$ cat src/include/render_cfg.svh
`ifndef RENDER_CFG_SVH
`define RENDER_CFG_SVH

// tiles and sprites share one square edge
`define TILE_SIZE 8
`define TILE_LOG2 3

// the maze is 8 by 6 tiles and each map holds one bit per tile
`define TILE_COLS 8
`define TILE_ROWS 6
`define TILE_NUM (`TILE_COLS * `TILE_ROWS)

// pixel coordinates cover the 64 by 48 screen
`define X_BITS 6
`define Y_BITS 6

// clock cycles spent in each animation frame
`define ANIM_PERIOD 16

// each colour packs r, g and b as one hex digit per channel
`define WALL_RGB   12'h00F
`define PLAYER_RGB 12'hFF0
`define GHOST1_RGB 12'hF00
`define GHOST2_RGB 12'hF8F
`define DOT_RGB    12'hFFF
`define DEBUG_RGB  12'h74F

`endif
$ cat src/verilog/render_pkg.sv
`default_nettype none

package render_pkg;

    // sprites are drawn facing left and the other directions rotate that image
    typedef enum logic [1:0] {
        dir_right = 2'd0,
        dir_left  = 2'd1,
        dir_up    = 2'd2,
        dir_down  = 2'd3
    } dir_t;

    typedef enum logic [2:0] {
        gs_idle    = 3'd0,
        gs_playing = 3'd1,
        gs_over    = 3'd2
    } game_state_t;

    typedef logic [3:0] chan_t;

endpackage

`default_nettype wire

$ cat src/verilog/renderer.sv
`timescale 1ns/1ps
`default_nettype none

`include "render_cfg.svh"

module renderer
    import render_pkg::*;
(
    input  logic                 clk,
    input  logic                 rst,
    input  logic                 to_display,
    input  game_state_t          game_state,
    input  logic [`X_BITS-1:0]   x,
    input  logic [`Y_BITS-1:0]   y,
    input  logic [`TILE_NUM-1:0] tilemap_walls,
    input  logic [`TILE_NUM-1:0] tilemap_dots,
    input  logic [`TILE_NUM-1:0] tilemap_big_dots,
    input  logic [`X_BITS-1:0]   player_x,
    input  logic [`Y_BITS-1:0]   player_y,
    input  dir_t                 player_dir,
    input  logic [`X_BITS-1:0]   ghost1_x,
    input  logic [`Y_BITS-1:0]   ghost1_y,
    input  dir_t                 ghost1_dir,
    input  logic [`X_BITS-1:0]   ghost2_x,
    input  logic [`Y_BITS-1:0]   ghost2_y,
    input  dir_t                 ghost2_dir,
    output chan_t                r,
    output chan_t                g,
    output chan_t                b
);

    logic                  frame;
    logic [`TILE_LOG2-1:0] tile_u;
    logic [`TILE_LOG2-1:0] tile_v;
    logic                  wall;
    logic                  dot;
    logic                  big_dot;
    logic                  player_hit;
    logic                  player_pix;
    logic                  ghost1_hit;
    logic                  ghost1_pix;
    logic                  ghost2_hit;
    logic                  ghost2_pix;

    // one timer paces both the player mouth and the ghost skirts
    anim_timer u_anim_timer (
        .clk   (clk),
        .rst   (rst),
        .frame (frame)
    );

    tile_lookup u_tile_lookup (
        .x        (x),
        .y        (y),
        .walls    (tilemap_walls),
        .dots     (tilemap_dots),
        .big_dots (tilemap_big_dots),
        .tile_u   (tile_u),
        .tile_v   (tile_v),
        .wall     (wall),
        .dot      (dot),
        .big_dot  (big_dot)
    );

    sprite_unit #(.GHOST(1'b0)) u_player (
        .x     (x),
        .y     (y),
        .spr_x (player_x),
        .spr_y (player_y),
        .dir   (player_dir),
        .frame (frame),
        .hit   (player_hit),
        .pix   (player_pix)
    );

    sprite_unit #(.GHOST(1'b1)) u_ghost1 (
        .x     (x),
        .y     (y),
        .spr_x (ghost1_x),
        .spr_y (ghost1_y),
        .dir   (ghost1_dir),
        .frame (frame),
        .hit   (ghost1_hit),
        .pix   (ghost1_pix)
    );

    sprite_unit #(.GHOST(1'b1)) u_ghost2 (
        .x     (x),
        .y     (y),
        .spr_x (ghost2_x),
        .spr_y (ghost2_y),
        .dir   (ghost2_dir),
        .frame (frame),
        .hit   (ghost2_hit),
        .pix   (ghost2_pix)
    );

    pixel_mux u_pixel_mux (
        .clk        (clk),
        .rst        (rst),
        .to_display (to_display),
        .game_state (game_state),
        .tile_u     (tile_u),
        .tile_v     (tile_v),
        .wall       (wall),
        .dot        (dot),
        .big_dot    (big_dot),
        .player_hit (player_hit),
        .player_pix (player_pix),
        .ghost1_hit (ghost1_hit),
        .ghost1_pix (ghost1_pix),
        .ghost2_hit (ghost2_hit),
        .ghost2_pix (ghost2_pix),
        .r          (r),
        .g          (g),
        .b          (b)
    );

endmodule

`default_nettype wire

$ cat src/verilog/pixel_mux.sv
`timescale 1ns/1ps
`default_nettype none

`include "render_cfg.svh"

module pixel_mux
    import render_pkg::*;
(
    input  logic                  clk,
    input  logic                  rst,
    input  logic                  to_display,
    input  game_state_t           game_state,
    input  logic [`TILE_LOG2-1:0] tile_u,
    input  logic [`TILE_LOG2-1:0] tile_v,
    input  logic                  wall,
    input  logic                  dot,
    input  logic                  big_dot,
    input  logic                  player_hit,
    input  logic                  player_pix,
    input  logic                  ghost1_hit,
    input  logic                  ghost1_pix,
    input  logic                  ghost2_hit,
    input  logic                  ghost2_pix,
    output chan_t                 r,
    output chan_t                 g,
    output chan_t                 b
);

    logic [11:0] rgb;
    logic        big_sq;
    logic        small_sq;

    assign big_sq   = (tile_u >= 2) && (tile_u <= 5) && (tile_v >= 2) && (tile_v <= 5);
    assign small_sq = (tile_u >= 3) && (tile_u <= 4) && (tile_v >= 3) && (tile_v <= 4);

    // layers run from top to bottom and a sprite hides the dots under its box
    always_comb begin
        if (!to_display) begin
            rgb = 12'h000;
        end else if (game_state != gs_playing) begin
            rgb = `DEBUG_RGB;
        end else if (wall) begin
            rgb = `WALL_RGB;
        end else if (player_hit) begin
            rgb = player_pix ? `PLAYER_RGB : 12'h000;
        end else if (ghost1_hit) begin
            rgb = ghost1_pix ? `GHOST1_RGB : 12'h000;
        end else if (ghost2_hit) begin
            rgb = ghost2_pix ? `GHOST2_RGB : 12'h000;
        end else if (big_dot) begin
            rgb = big_sq ? `DOT_RGB : 12'h000;
        end else if (dot) begin
            rgb = small_sq ? `DOT_RGB : 12'h000;
        end else begin
            rgb = 12'h000;
        end
    end

    always_ff @(posedge clk) begin
        if (rst) begin
            r <= '0;
            g <= '0;
            b <= '0;
        end else begin
            r <= rgb[11:8];
            g <= rgb[7:4];
            b <= rgb[3:0];
        end
    end

endmodule

`default_nettype wire

$ cat src/verilog/sprite_unit.sv
`timescale 1ns/1ps
`default_nettype none

`include "render_cfg.svh"

module sprite_unit
    import render_pkg::*;
#(
    parameter bit GHOST = 1'b0
) (
    input  logic [`X_BITS-1:0] x,
    input  logic [`Y_BITS-1:0] y,
    input  logic [`X_BITS-1:0] spr_x,
    input  logic [`Y_BITS-1:0] spr_y,
    input  dir_t               dir,
    input  logic               frame,
    output logic               hit,
    output logic               pix
);

    localparam int EDGE = `TILE_SIZE - 1;

    logic [`X_BITS-1:0]    dx;
    logic [`Y_BITS-1:0]    dy;
    logic [`TILE_LOG2-1:0] u;
    logic [`TILE_LOG2-1:0] v;
    logic [`TILE_LOG2-1:0] ru;
    logic [`TILE_LOG2-1:0] rv;

    // the round body is centred between the middle pixels of the tile
    function automatic logic in_disk(input logic [`TILE_LOG2-1:0] a,
                                     input logic [`TILE_LOG2-1:0] b);
        int da;
        int db;
        da = 2 * int'(a) - EDGE;
        db = 2 * int'(b) - EDGE;
        return (da * da + db * db) <= EDGE * EDGE;
    endfunction

    // the mouth is a wedge that opens to the left and is widest at the left edge
    function automatic logic in_mouth(input logic [`TILE_LOG2-1:0] a,
                                      input logic [`TILE_LOG2-1:0] b);
        int db;
        db = 2 * int'(b) - EDGE;
        if (db < 0) begin
            db = -db;
        end
        return (int'(a) <= 3) && (db <= EDGE - 2 * int'(a));
    endfunction

    assign dx = x - spr_x;
    assign dy = y - spr_y;

    assign hit = (x >= spr_x) && (dx < `TILE_SIZE) && (y >= spr_y) && (dy < `TILE_SIZE);

    assign u = dx[`TILE_LOG2-1:0];
    assign v = dy[`TILE_LOG2-1:0];

    // ghosts always face the same way on screen
    always_comb begin
        ru = u;
        rv = v;
        if (!GHOST) begin
            case (dir)
                dir_right: begin
                    ru = `TILE_LOG2'(EDGE) - u;
                    rv = v;
                end
                dir_down: begin
                    ru = `TILE_LOG2'(EDGE) - v;
                    rv = u;
                end
                dir_up: begin
                    ru = v;
                    rv = `TILE_LOG2'(EDGE) - u;
                end
                default: begin
                    ru = u;
                    rv = v;
                end
            endcase
        end
    end

    always_comb begin
        if (GHOST) begin
            if (rv == `TILE_LOG2'(EDGE)) begin
                // the fringe of the skirt row shifts by one pixel each frame
                pix = (ru[0] == frame);
            end else if (rv >= 3) begin
                pix = 1'b1;
            end else begin
                pix = in_disk(ru, rv);
            end
        end else begin
            pix = in_disk(ru, rv) && !(!frame && in_mouth(ru, rv));
        end
    end

endmodule

`default_nettype wire

$ cat src/verilog/tile_lookup.sv
`timescale 1ns/1ps
`default_nettype none

`include "render_cfg.svh"

module tile_lookup (
    input  logic [`X_BITS-1:0]    x,
    input  logic [`Y_BITS-1:0]    y,
    input  logic [`TILE_NUM-1:0]  walls,
    input  logic [`TILE_NUM-1:0]  dots,
    input  logic [`TILE_NUM-1:0]  big_dots,
    output logic [`TILE_LOG2-1:0] tile_u,
    output logic [`TILE_LOG2-1:0] tile_v,
    output logic                  wall,
    output logic                  dot,
    output logic                  big_dot
);

    localparam int IDX_BITS = $clog2(`TILE_NUM);

    logic [`X_BITS-`TILE_LOG2-1:0] col;
    logic [`Y_BITS-`TILE_LOG2-1:0] row;
    logic [IDX_BITS-1:0]           idx;
    logic                          in_map;

    // tile edge is a power of two, so the split is a plain bit slice
    assign col    = x[`X_BITS-1:`TILE_LOG2];
    assign row    = y[`Y_BITS-1:`TILE_LOG2];
    assign tile_u = x[`TILE_LOG2-1:0];
    assign tile_v = y[`TILE_LOG2-1:0];

    assign idx = IDX_BITS'(col) + IDX_BITS'(row) * IDX_BITS'(`TILE_COLS);

    // rows below the maze read as empty tiles
    assign in_map = (row < `TILE_ROWS);

    assign wall    = in_map ? walls[idx]    : 1'b0;
    assign dot     = in_map ? dots[idx]     : 1'b0;
    assign big_dot = in_map ? big_dots[idx] : 1'b0;

endmodule

`default_nettype wire

$ cat src/verilog/anim_timer.sv
`timescale 1ns/1ps
`default_nettype none

`include "render_cfg.svh"

module anim_timer (
    input  logic clk,
    input  logic rst,
    output logic frame
);

    localparam int CNT_BITS = $clog2(`ANIM_PERIOD);

    logic [CNT_BITS-1:0] cnt;

    // frame flips once per full count, so one frame lasts ANIM_PERIOD cycles
    always_ff @(posedge clk) begin
        if (rst) begin
            cnt   <= '0;
            frame <= 1'b0;
        end else if (cnt == CNT_BITS'(`ANIM_PERIOD - 1)) begin
            cnt   <= '0;
            frame <= ~frame;
        end else begin
            cnt <= cnt + 1'b1;
        end
    end

endmodule

`default_nettype wire

$ cat config.mk
export PLATFORM = sky130hd
export DESIGN_NAME = renderer
export DESIGN_NICKNAME = d
export VERILOG_FILES = /design/src/verilog/render_pkg.sv /design/src/verilog/renderer.sv /design/src/verilog/pixel_mux.sv /design/src/verilog/sprite_unit.sv /design/src/verilog/tile_lookup.sv /design/src/verilog/anim_timer.sv
export VERILOG_INCLUDE_DIRS = /design/src /design/src/include
export SDC_FILE = /design/constraint.sdc
export NUM_CORES = 1
export LEC_CHECK = 0
export ABC_CLOCK_PERIOD_IN_PS = 13200
export BUFFER_PORTS_ARGS = -buffer_cell sky130_fd_sc_hd__buf_2
export CAP_MARGIN = 20
export CORE_MARGIN = 1.5
export CORE_UTILIZATION = 40
export DETAILED_ROUTE_END_ITERATION = 8
export PLACE_DENSITY = 0.69
export SETUP_SLACK_MARGIN = 0.02
export SLEW_MARGIN = 30
export SYNTH_ARGS = -nofsm -noshare
export SYNTH_HDL_FRONTEND = slang
export SYNTH_SLANG_ARGS = --single-unit
export TNS_END_PERCENT = 20
$ cat constraint.sdc
create_clock -name clk -period 13.2 [get_ports clk]
set_clock_uncertainty 0.1 [all_clocks]
set_input_delay 1.98 -clock clk [delete_from_list [all_inputs] [get_ports clk]]
set_output_delay 1.98 -clock clk [all_outputs]
set_load 0.05 [all_outputs]
# After elaboration in Yosys (flattened, before gate mapping)
# Cells that the tools add are included.
# W data, S select, Z words.
[totals] ff_bits=17 out_inout_bits=12 in_bits=204 wordCells=126
[classes] n_reduce_logical=24 n_lt_le_gt_ge=30 n_addsub=21 bitwise_logic=2 multipliers=6 muxes=28 eq_ne=8
[ops] operator="$mul A32 B32 Y32" n=6
[ops] operator="$mux W12" n=10
[ops] operator="$add A32 B32 Y32" n=3
[ops] operator="$le A32 B7 Y1 const B" n=3
[ops] operator="$ge A6 B6 Y1" n=6
[ops] operator="$lt A6 B4 Y1 const B" n=6
[ops] operator="$sub A6 B6 Y6" n=6
[ops] operator="$le A32 B32 Y1" n=1
[ops] operator="$lt A32 B1 Y1 const B" n=1
[ops] operator="$mux W32" n=1
[ops] operator="$neg A32 Y32" n=1
[ops] operator="$sub A4 B3 Y5 const B" n=6
[ops] operator="$mux W11" n=2
[ops] operator="$bmux W1 S6" n=3
[ops] operator="$ge A3 B2 Y1 const B" n=6
[ops] operator="$logic_and A1 B1 Y1" n=18
[ops] operator="$le A3 B3 Y1 const B" n=4
[ops] operator="$mux W1" n=10
[ops] operator="$pmux W3 S3" n=1
[ops] operator="$lt A6 B7 Y1 const B" n=1
[ops] operator="$add A3 B6 Y6" n=1
[ops] operator="$eq A3 B3 Y1 const B" n=2
[ops] operator="$pmux W3 S2" n=1
[ops] operator="$sub A3 B3 Y3 const A" n=2
[ops] operator="other kinds (13)" n=18

# Logic depth before layout (Yosys ltp)
# Gate-level depths: netlist (run 1).
[logic_depth] ltp_word=15 mapped_depth=36 mapped_depth_nobuf=36

# Hierarchy
# Synthesis (run 1) repeated with hierarchy kept, for this count alone.
[unflattened] cells_unflattened=972 area_unflattened_um2=8510.7
[modules_own_cells] module="sprite_unit (u_player)" area_each_um2=2287.2 seq_area_each_um2=0.0 n_inst=1 cells_each=267
[modules_own_cells] module="sprite_unit (u_ghost1)" area_each_um2=2205.9 seq_area_each_um2=0.0 n_inst=1 cells_each=269
[modules_own_cells] module="sprite_unit (u_ghost2)" area_each_um2=2203.4 seq_area_each_um2=0.0 n_inst=1 cells_each=266
[modules_own_cells] module="tile_lookup" area_each_um2=1281.2 seq_area_each_um2=0.0 n_inst=1 cells_each=111
[modules_own_cells] module="pixel_mux" area_each_um2=349.1 seq_area_each_um2=120.1 n_inst=1 cells_each=42
[modules_own_cells] module="anim_timer" area_each_um2=183.9 seq_area_each_um2=100.1 n_inst=1 cells_each=17

# Worst setup path before layout (run 1)
# No wires, ideal clock.
[synth_timing] kind="in2reg" startpoint="input port y[0]" endpoint="register u_pixel_mux.g[2]" setup_slack_ps=3376 n_path_buf=0 cell_stages=34 t_arrival_ps=9632 required_ps=13008 setup_time_ps=92 path_cell_list="inv_1 ha_1 fa_1 xnor2_1 a21oi_1 xnor2_1 inv_1 ha_1 or2_2 fa_1 inv_1 fa_1 inv_1 fa_1 inv_1 fa_1 inv_1 ha_1 and4b_1 and3_1 o211ai_1 a21boi_0 o211ai_1 a21oi_1 o21ai_0 nand2b_1 fa_1 nor2_1 nand4_1 a2111oi_0 nand3_1 o41ai_1 a31oi_2 o32ai_1"
[synth_between] elab_chain_cells=14 elab_cells_between_ends=52 classes_between="add/sub (9); mul (2); order compare (14); mux (13); reduce/logical (14)"
[synth_rtl] item="start: declaration" line="renderer.sv:14" source="input logic [`Y_BITS-1:0] y,"
[synth_rtl] item="parallel branches: the longest is 11 deep, another holds $mul A32 B32 Y32"
[synth_rtl] item="$mux W12 *" line="pixel_mux.sv:44" source="end else if (player_hit) begin"
[synth_rtl] item="$mux W11 *" line="pixel_mux.sv:42" source="end else if (wall) begin"
[synth_rtl] item="$mux W11 *" line="pixel_mux.sv:40" source="end else if (game_state != gs_playing) begin"
[synth_rtl] item="end signal: assignment" line="pixel_mux.sv:66" source="g <= rgb[7:4];"
[synth_rtl] item="end: declaration" line="pixel_mux.sv:25" source="output chan_t g,"
# Mark *: on every way between the ends.
# A chain may end at the register's enable or synchronous reset.

# Final worst setup path (run 1)
# Ends and elaborated chain as after synthesis.

==> flow_summary.yaml, run 1 <==
placed_design:
  dpl-instance-area_mm2: 0.0101
  io_buffers: 211
  hpwl_um: 20600
  place_ws_ns: 2.17
  place.gp.congestion: 0.860
worst_setup_path:
  slowest_delay_ns: 0.69
  crit_type: "in2reg"
  reg2reg_from: "u_anim_timer.frame"
  cp_max_fo: 9
  startpoint: "y[0]"
  cp_slowest_cell: "xnor2_1"
  critPathCaptureType: "register"
  crit_required_ns: 13.24
  worst_ep_arrival_time_ns: 10.72
  crit_path_start_kind: "input pin"
cells_and_area:
  layout_commonest_cell: "inv_1"
  final_nets: 1643
  finish.utilization_pct: 47.0
  design_area_mm2: 0.0102
  final_cell_mix: "inv_1 (230), buf_2 (211), ha_1 (137)"
  area_growth_pct: 15.4
  drive_above_1_share_pct: 23.4
synth:
  async_flop_share_pct: 0
  synth_ff_type: "dfxtp_1"
  synth_top_cell_area_share_pct: 23.5
  syn_area_mm2: 0.00886
  synth_top_cells_by_area: "fa_1 (23%), ha_1 (19%), mux4_2 (10%)"
  synth_nets: 1452
  synth_edf_count: 0
  synth_seq_cells: 11
  ys_seq_area_share_pct: 2.49
  ys_warn_count: 0
  yosysUniqueCellTypes: 75
  avgSynthCellArea_um2: 8.80
  syn_inst: 1007
  synth_top_area_cell: "fa_1"
clock_tree:
  clockBufferDepth: 2
  clk_pin_slew_worst_paths_ns: 0.04
  clock_latency_ns: 0.24
  cts_resized: 0
  cts_buffers: 3
  cts_tree: "built"
  clkSinkCount: 11
  cts_root_buf: "clkbuf_16"
  postCtsSetupBuffers: 0
  htree_levels: 1
  holdBufCountCts: 0
global_routing:
  grt_pass1_vias: 7679
  grt_overflow: 0
  track_usage_pct: 19.5
  grt_first_pass_wirelength_um: 36900
  grt_max_degree: 40
  antenna_found_initial: 4
detailed_routing:
  viasPerCell: 5.17
  postRouteAntennaNets: 0
  wl_um: 22900
  drc_errors: 0
  wl_per_cell_um: 15.5
  dr.pass1.iters: 5
  drt_iter0_drc: 313
  dr_total_vias: 7639
timing:
  fin_setup_tns_ns: 0
  tightest_slew_ns: 0.930
  timing.final.crit_share_pct: 80.9
  finalHoldViolCount: 0
  max_slew_margin_pct: 37.4
  slew_viol_final: 0
  fmax_mhz: 93.6
  worst_slack_ns: 2.52
  grt_setup_unrepaired: "false"
  setup_violations: 0
  period_needed_ns: 10.68
floorplanning:
  dieArea_mm2: 0.0231
  io_pins: 216
  core_mm2: 0.0218
  initial_core_util_pct: 40.7
  num_rows: 54
  die_x_um: 152
  dieHeight_um: 152
worst_hold_path:
  hp-class: "reg2reg"
  min_from: "u_anim_timer.cnt[0]"
flow_run:
  drv_cap: 0
run_status:
  outcome: "finished clean"
-- metrics by stage --
stage	hold WS, ns	std cells
4_1_cts	0.384	1477
3_3_place_gp	0.351	1473
6_report	0.385	1478
5_1_grt	0.408	1478
3_5_place_dp	0.368	1473
2_1_floorplan	0.337	1007
-- logic make-up after synthesis --
family                     after synthesis  synth area share (%)
AOI/OAI and AO/OA                      190                  14.8
xor gates and xnor gates                38                  3.76
adders and majority gates              241                  42.8
buffers and inverters                  259                  11.6
DFF                                     11                  2.49
muxes                                   57                  12.2
and+or+nand+nor                        211                  12.4
-- path summary, 6_finish.rpt --
kind / to / cells past startpoint / slack, ns
worst max register to register: u_pixel_mux.r[1] / 5 / 11.08
worst max-delay path: u_pixel_mux.g[2] / 35 / 2.52
worst min register to register: u_anim_timer.cnt[0] / 1 / 0.39
worst min-delay path: u_anim_timer.cnt[0] / 1 / 0.39
-- layout make-up --
cell class | count | area (um2)
multi-input cells | 737 | 7620
inverters | 230 | 863
flip-flops and latches | 11 | 220
diodes | 1 | 2.50
repair buffers | 215 | 1090
well taps | 280 | 350
clock buffers | 4 | 78.8
fillers | 2116 | 11500
-- cell usage after synthesis, types with 4 or more instances --
cell type  count
a2111oi_0      4
a21boi_0       5
a21o_1        19
a21oi_1       52
a221oi_1       4
a22o_1         5
a22oi_1        7
a31oi_1        5
and2_1        10
buf_4          7
clkbuf_1      15
dfxtp_1       11
fa_1         104
ha_1         137
inv_1        230
mux2_2         6
mux2i_1       10
mux4_2        40
nand2_1       38
nand2b_1       7
nand3_1       12
nand3b_1       4
nand4_1        6
nor2_1        68
nor2b_1       18
nor3_1         8
nor3b_1        4
nor4_1         5
o211ai_1       6
o21a_1         9
o21ai_0       24
o21bai_1       4
o22ai_1        5
or2_2         10
or4b_1         4
xnor2_1       22
xor2_1        16
-- routing by layer --
metal	global-route usage (%)	wire, um	vias up
li1	-	-	3813
met1	23.4	9630	3586
met2	37.4	11800	211
met3	2.17	992	25
met4	3.93	462	4
met5	0	22	-
-- worst max-delay path, delay by kind of cell --
| kind | cells | cell delay, ns |
|---|---|---|
| fa+ha+maj | 9 | 3.78 |
| buf+inv | 7 | 0.79 |
| xor+xnor | 2 | 0.91 |
| simple gates | 7 | 1.14 |
| compound gates | 10 | 2.14 |
-- sequential cells by signal, summed over array words and instances, names as in the netlist --
signal and cells:
u_pixel_mux.r 2, u_anim_timer.frame 1, u_pixel_mux.g 3, u_pixel_mux.b 1, u_anim_timer.cnt 4
Power of run 1 is not shown: default switching activity piles up to over one toggle a cycle in this logic, so the estimate is an artifact.
==> run 2: changes to the inputs <==
ABC_CLOCK_PERIOD_IN_PS = 10200   (was 13200)
clock period = 10.2 ns   (was 13.2 ns; I/O delays follow)
==> run 2 against run 1 <==
  * Via count rose by 0.88%
  * Clock-buffer cell count did not move
  * Register-to-register slack got worse by 3.0 ns
  * Die area did not move
  * Sequential share of layout area barely moved
  * Global-route usage rose by 0.30 points
  * Non-clock buffer count rose by 12
  * Cell count rose by 1.0%
  * Core utilization rose by 0.46 points
  * Critical endpoint is now u_pixel_mux.r[1]
  * Routed wire length rose by 0.34%
  * Cell area rose by 0.98%
  * Worst setup slack got worse by 1.8 ns
==> flow_summary.yaml, run 2 (same netlist as run 1, synthesis figures left out) <==
run_status:
  outcome: "finished clean"
floorplanning:
  dieArea_mm2: 0.0231
  core_mm2: 0.0218
  initial_core_util_pct: 40.7
  num_rows: 54
  io_pins: 216
  dieHeight_um: 152
  die_x_um: 152
cells_and_area:
  largest_register: "u_anim_timer.cnt"
  drive_above_1_share_pct: 24.2
  largest_reg_flops: 4
  area_growth_pct: 16.5
  final_cell_mix: "inv_1 (230), buf_2 (211), ha_1 (137)"
  final_nets: 1655
  stdcell_count: 1493
  fillCellCount: 2144
  largestRegisters: "u_anim_timer.cnt (4), u_pixel_mux.g (3), u_pixel_mux.r (2)"
  layout_commonest_cell: "inv_1"
timing:
  fin_setup_tns_ns: 0
  slew_viol_final: 0
  fmax_mhz: 105
  period_needed_ns: 9.52
  grt_setup_unrepaired: "false"
  setup_violations: 0
  tightest_slew_ns: 0.756
  finalHoldViolCount: 0
  max_slew_margin_pct: 49.2
  timing.final.crit_share_pct: 93.3
worst_setup_path:
  crit_type: "in2reg"
  crit_path_start_kind: "input pin"
  cp_max_fo: 5
  worst_ep_arrival_time_ns: 9.59
  crit_required_ns: 10.27
  critPathCaptureType: "register"
global_routing:
  grt_max_degree: 40
  grt_first_pass_wirelength_um: 37700
  grt_pass1_vias: 7849
  track_usage_pct: 19.8
  antenna_found_initial: 4
  grt_overflow: 0
placed_design:
  place_inst: 1485
  place.gp.congestion: 0.869
  hpwl_um: 20900
  io_buffers: 211
clock_tree:
  clkSinkCount: 11
  clock_latency_ns: 0.24
  cts_tree: "built"
  cts_buffers: 3
  clockBufferDepth: 2
  cts_root_buf: "clkbuf_16"
  postCtsSetupBuffers: 0
  htree_levels: 1
  clk_pin_slew_worst_paths_ns: 0.04
detailed_routing:
  dr.pass1.iters: 5
  postRouteAntennaNets: 0
  wl_um: 23000
  drc_errors: 0
  viasPerCell: 5.16
  dr_total_vias: 7706
  wl_per_cell_um: 15.4
  drt_iter0_drc: 317
worst_hold_path:
  hp-class: "reg2reg"
flow_run:
  drv_cap: 0
-- run 2: changes by cell type in the layout (fill, tap and decap cells not counted), moves of 2 or more --
cell       before  now
buf_4           4   16
diode_2         1    4
a2111oi_0       4    2
a2111oi_1       0    2
-- run 2: final timing paths --
kind                                          start                   to  slack, ns  depth (start not counted)
worst min register to register  u_anim_timer.cnt[0]  u_anim_timer.cnt[0]       0.37                          1
worst max-delay path                           y[0]     u_pixel_mux.r[1]       0.68                         28
worst max register to register   u_anim_timer.frame     u_pixel_mux.r[1]       8.11                          5
worst min-delay path            u_anim_timer.cnt[0]  u_anim_timer.cnt[0]       0.37                          1
-- run 2: metrics by stage --
stage	utilization, %	instance area (um2)	hold slack (ns)	setup slack, ns
floorplan	-	8860	0.337	0.826
global placement	47.0	10200	0.352	0.383
detailed placement	47.0	10200	0.368	0.285
CTS	47.4	10300	0.372	0.516
global route	47.5	10300	0.385	0.0254
finish	47.5	10300	0.374	0.680
-- run 2: layout make-up --
| cell class | count | area, um2 | area share (%) |
|---|---|---|---|
| Timing Repair Buffer | 227 | 1180 | 11.4 |
| Antenna cell | 4 | 10.0 | 0.0969 |
| Inverter | 230 | 863 | 8.36 |
| Sequential cell | 11 | 220 | 2.13 |
| Multi-Input combinational cell | 737 | 7630 | 73.9 |
| Clock buffer | 4 | 78.8 | 0.763 |
| Tap cell | 280 | 350 | 3.39 |
-- run 2: metal layers --
metal	part of all wire (%)	track usage (%)
met2	51	36.5
met5	0	0
met1	43	24.3
met3	4.2	2.00
met4	2.5	5.96
-- run 2: worst max-delay path: stages --
cell and delay [ns]:
buf_2 0.13, inv_1 0.15, ha_1 0.20, inv_1 0.05, fa_1 0.58, nor2b_1 0.39, ha_1 0.28, inv_1 0.07
fa_1 0.52, fa_1 0.44, fa_1 0.55, inv_1 0.05, fa_1 0.53, fa_1 0.47, a211o_1 0.34, nand3_1 0.12
a32oi_1 0.13, a21oi_1 0.24, o21bai_1 0.10, fa_1 0.42, or4b_1 0.52, a221oi_1 0.23, o211ai_1 0.13, a2111oi_1 0.32
a21oi_1 0.17, or4b_1 0.61, o211a_1 0.17, a21oi_1 0.14
-- run 2: timing repair --
item	CTS	global route
gates resized for setup	0	4
hold buffers	0	0
endpoints found under the setup margin	0	6
Power of run 2 is left out for the same reason.
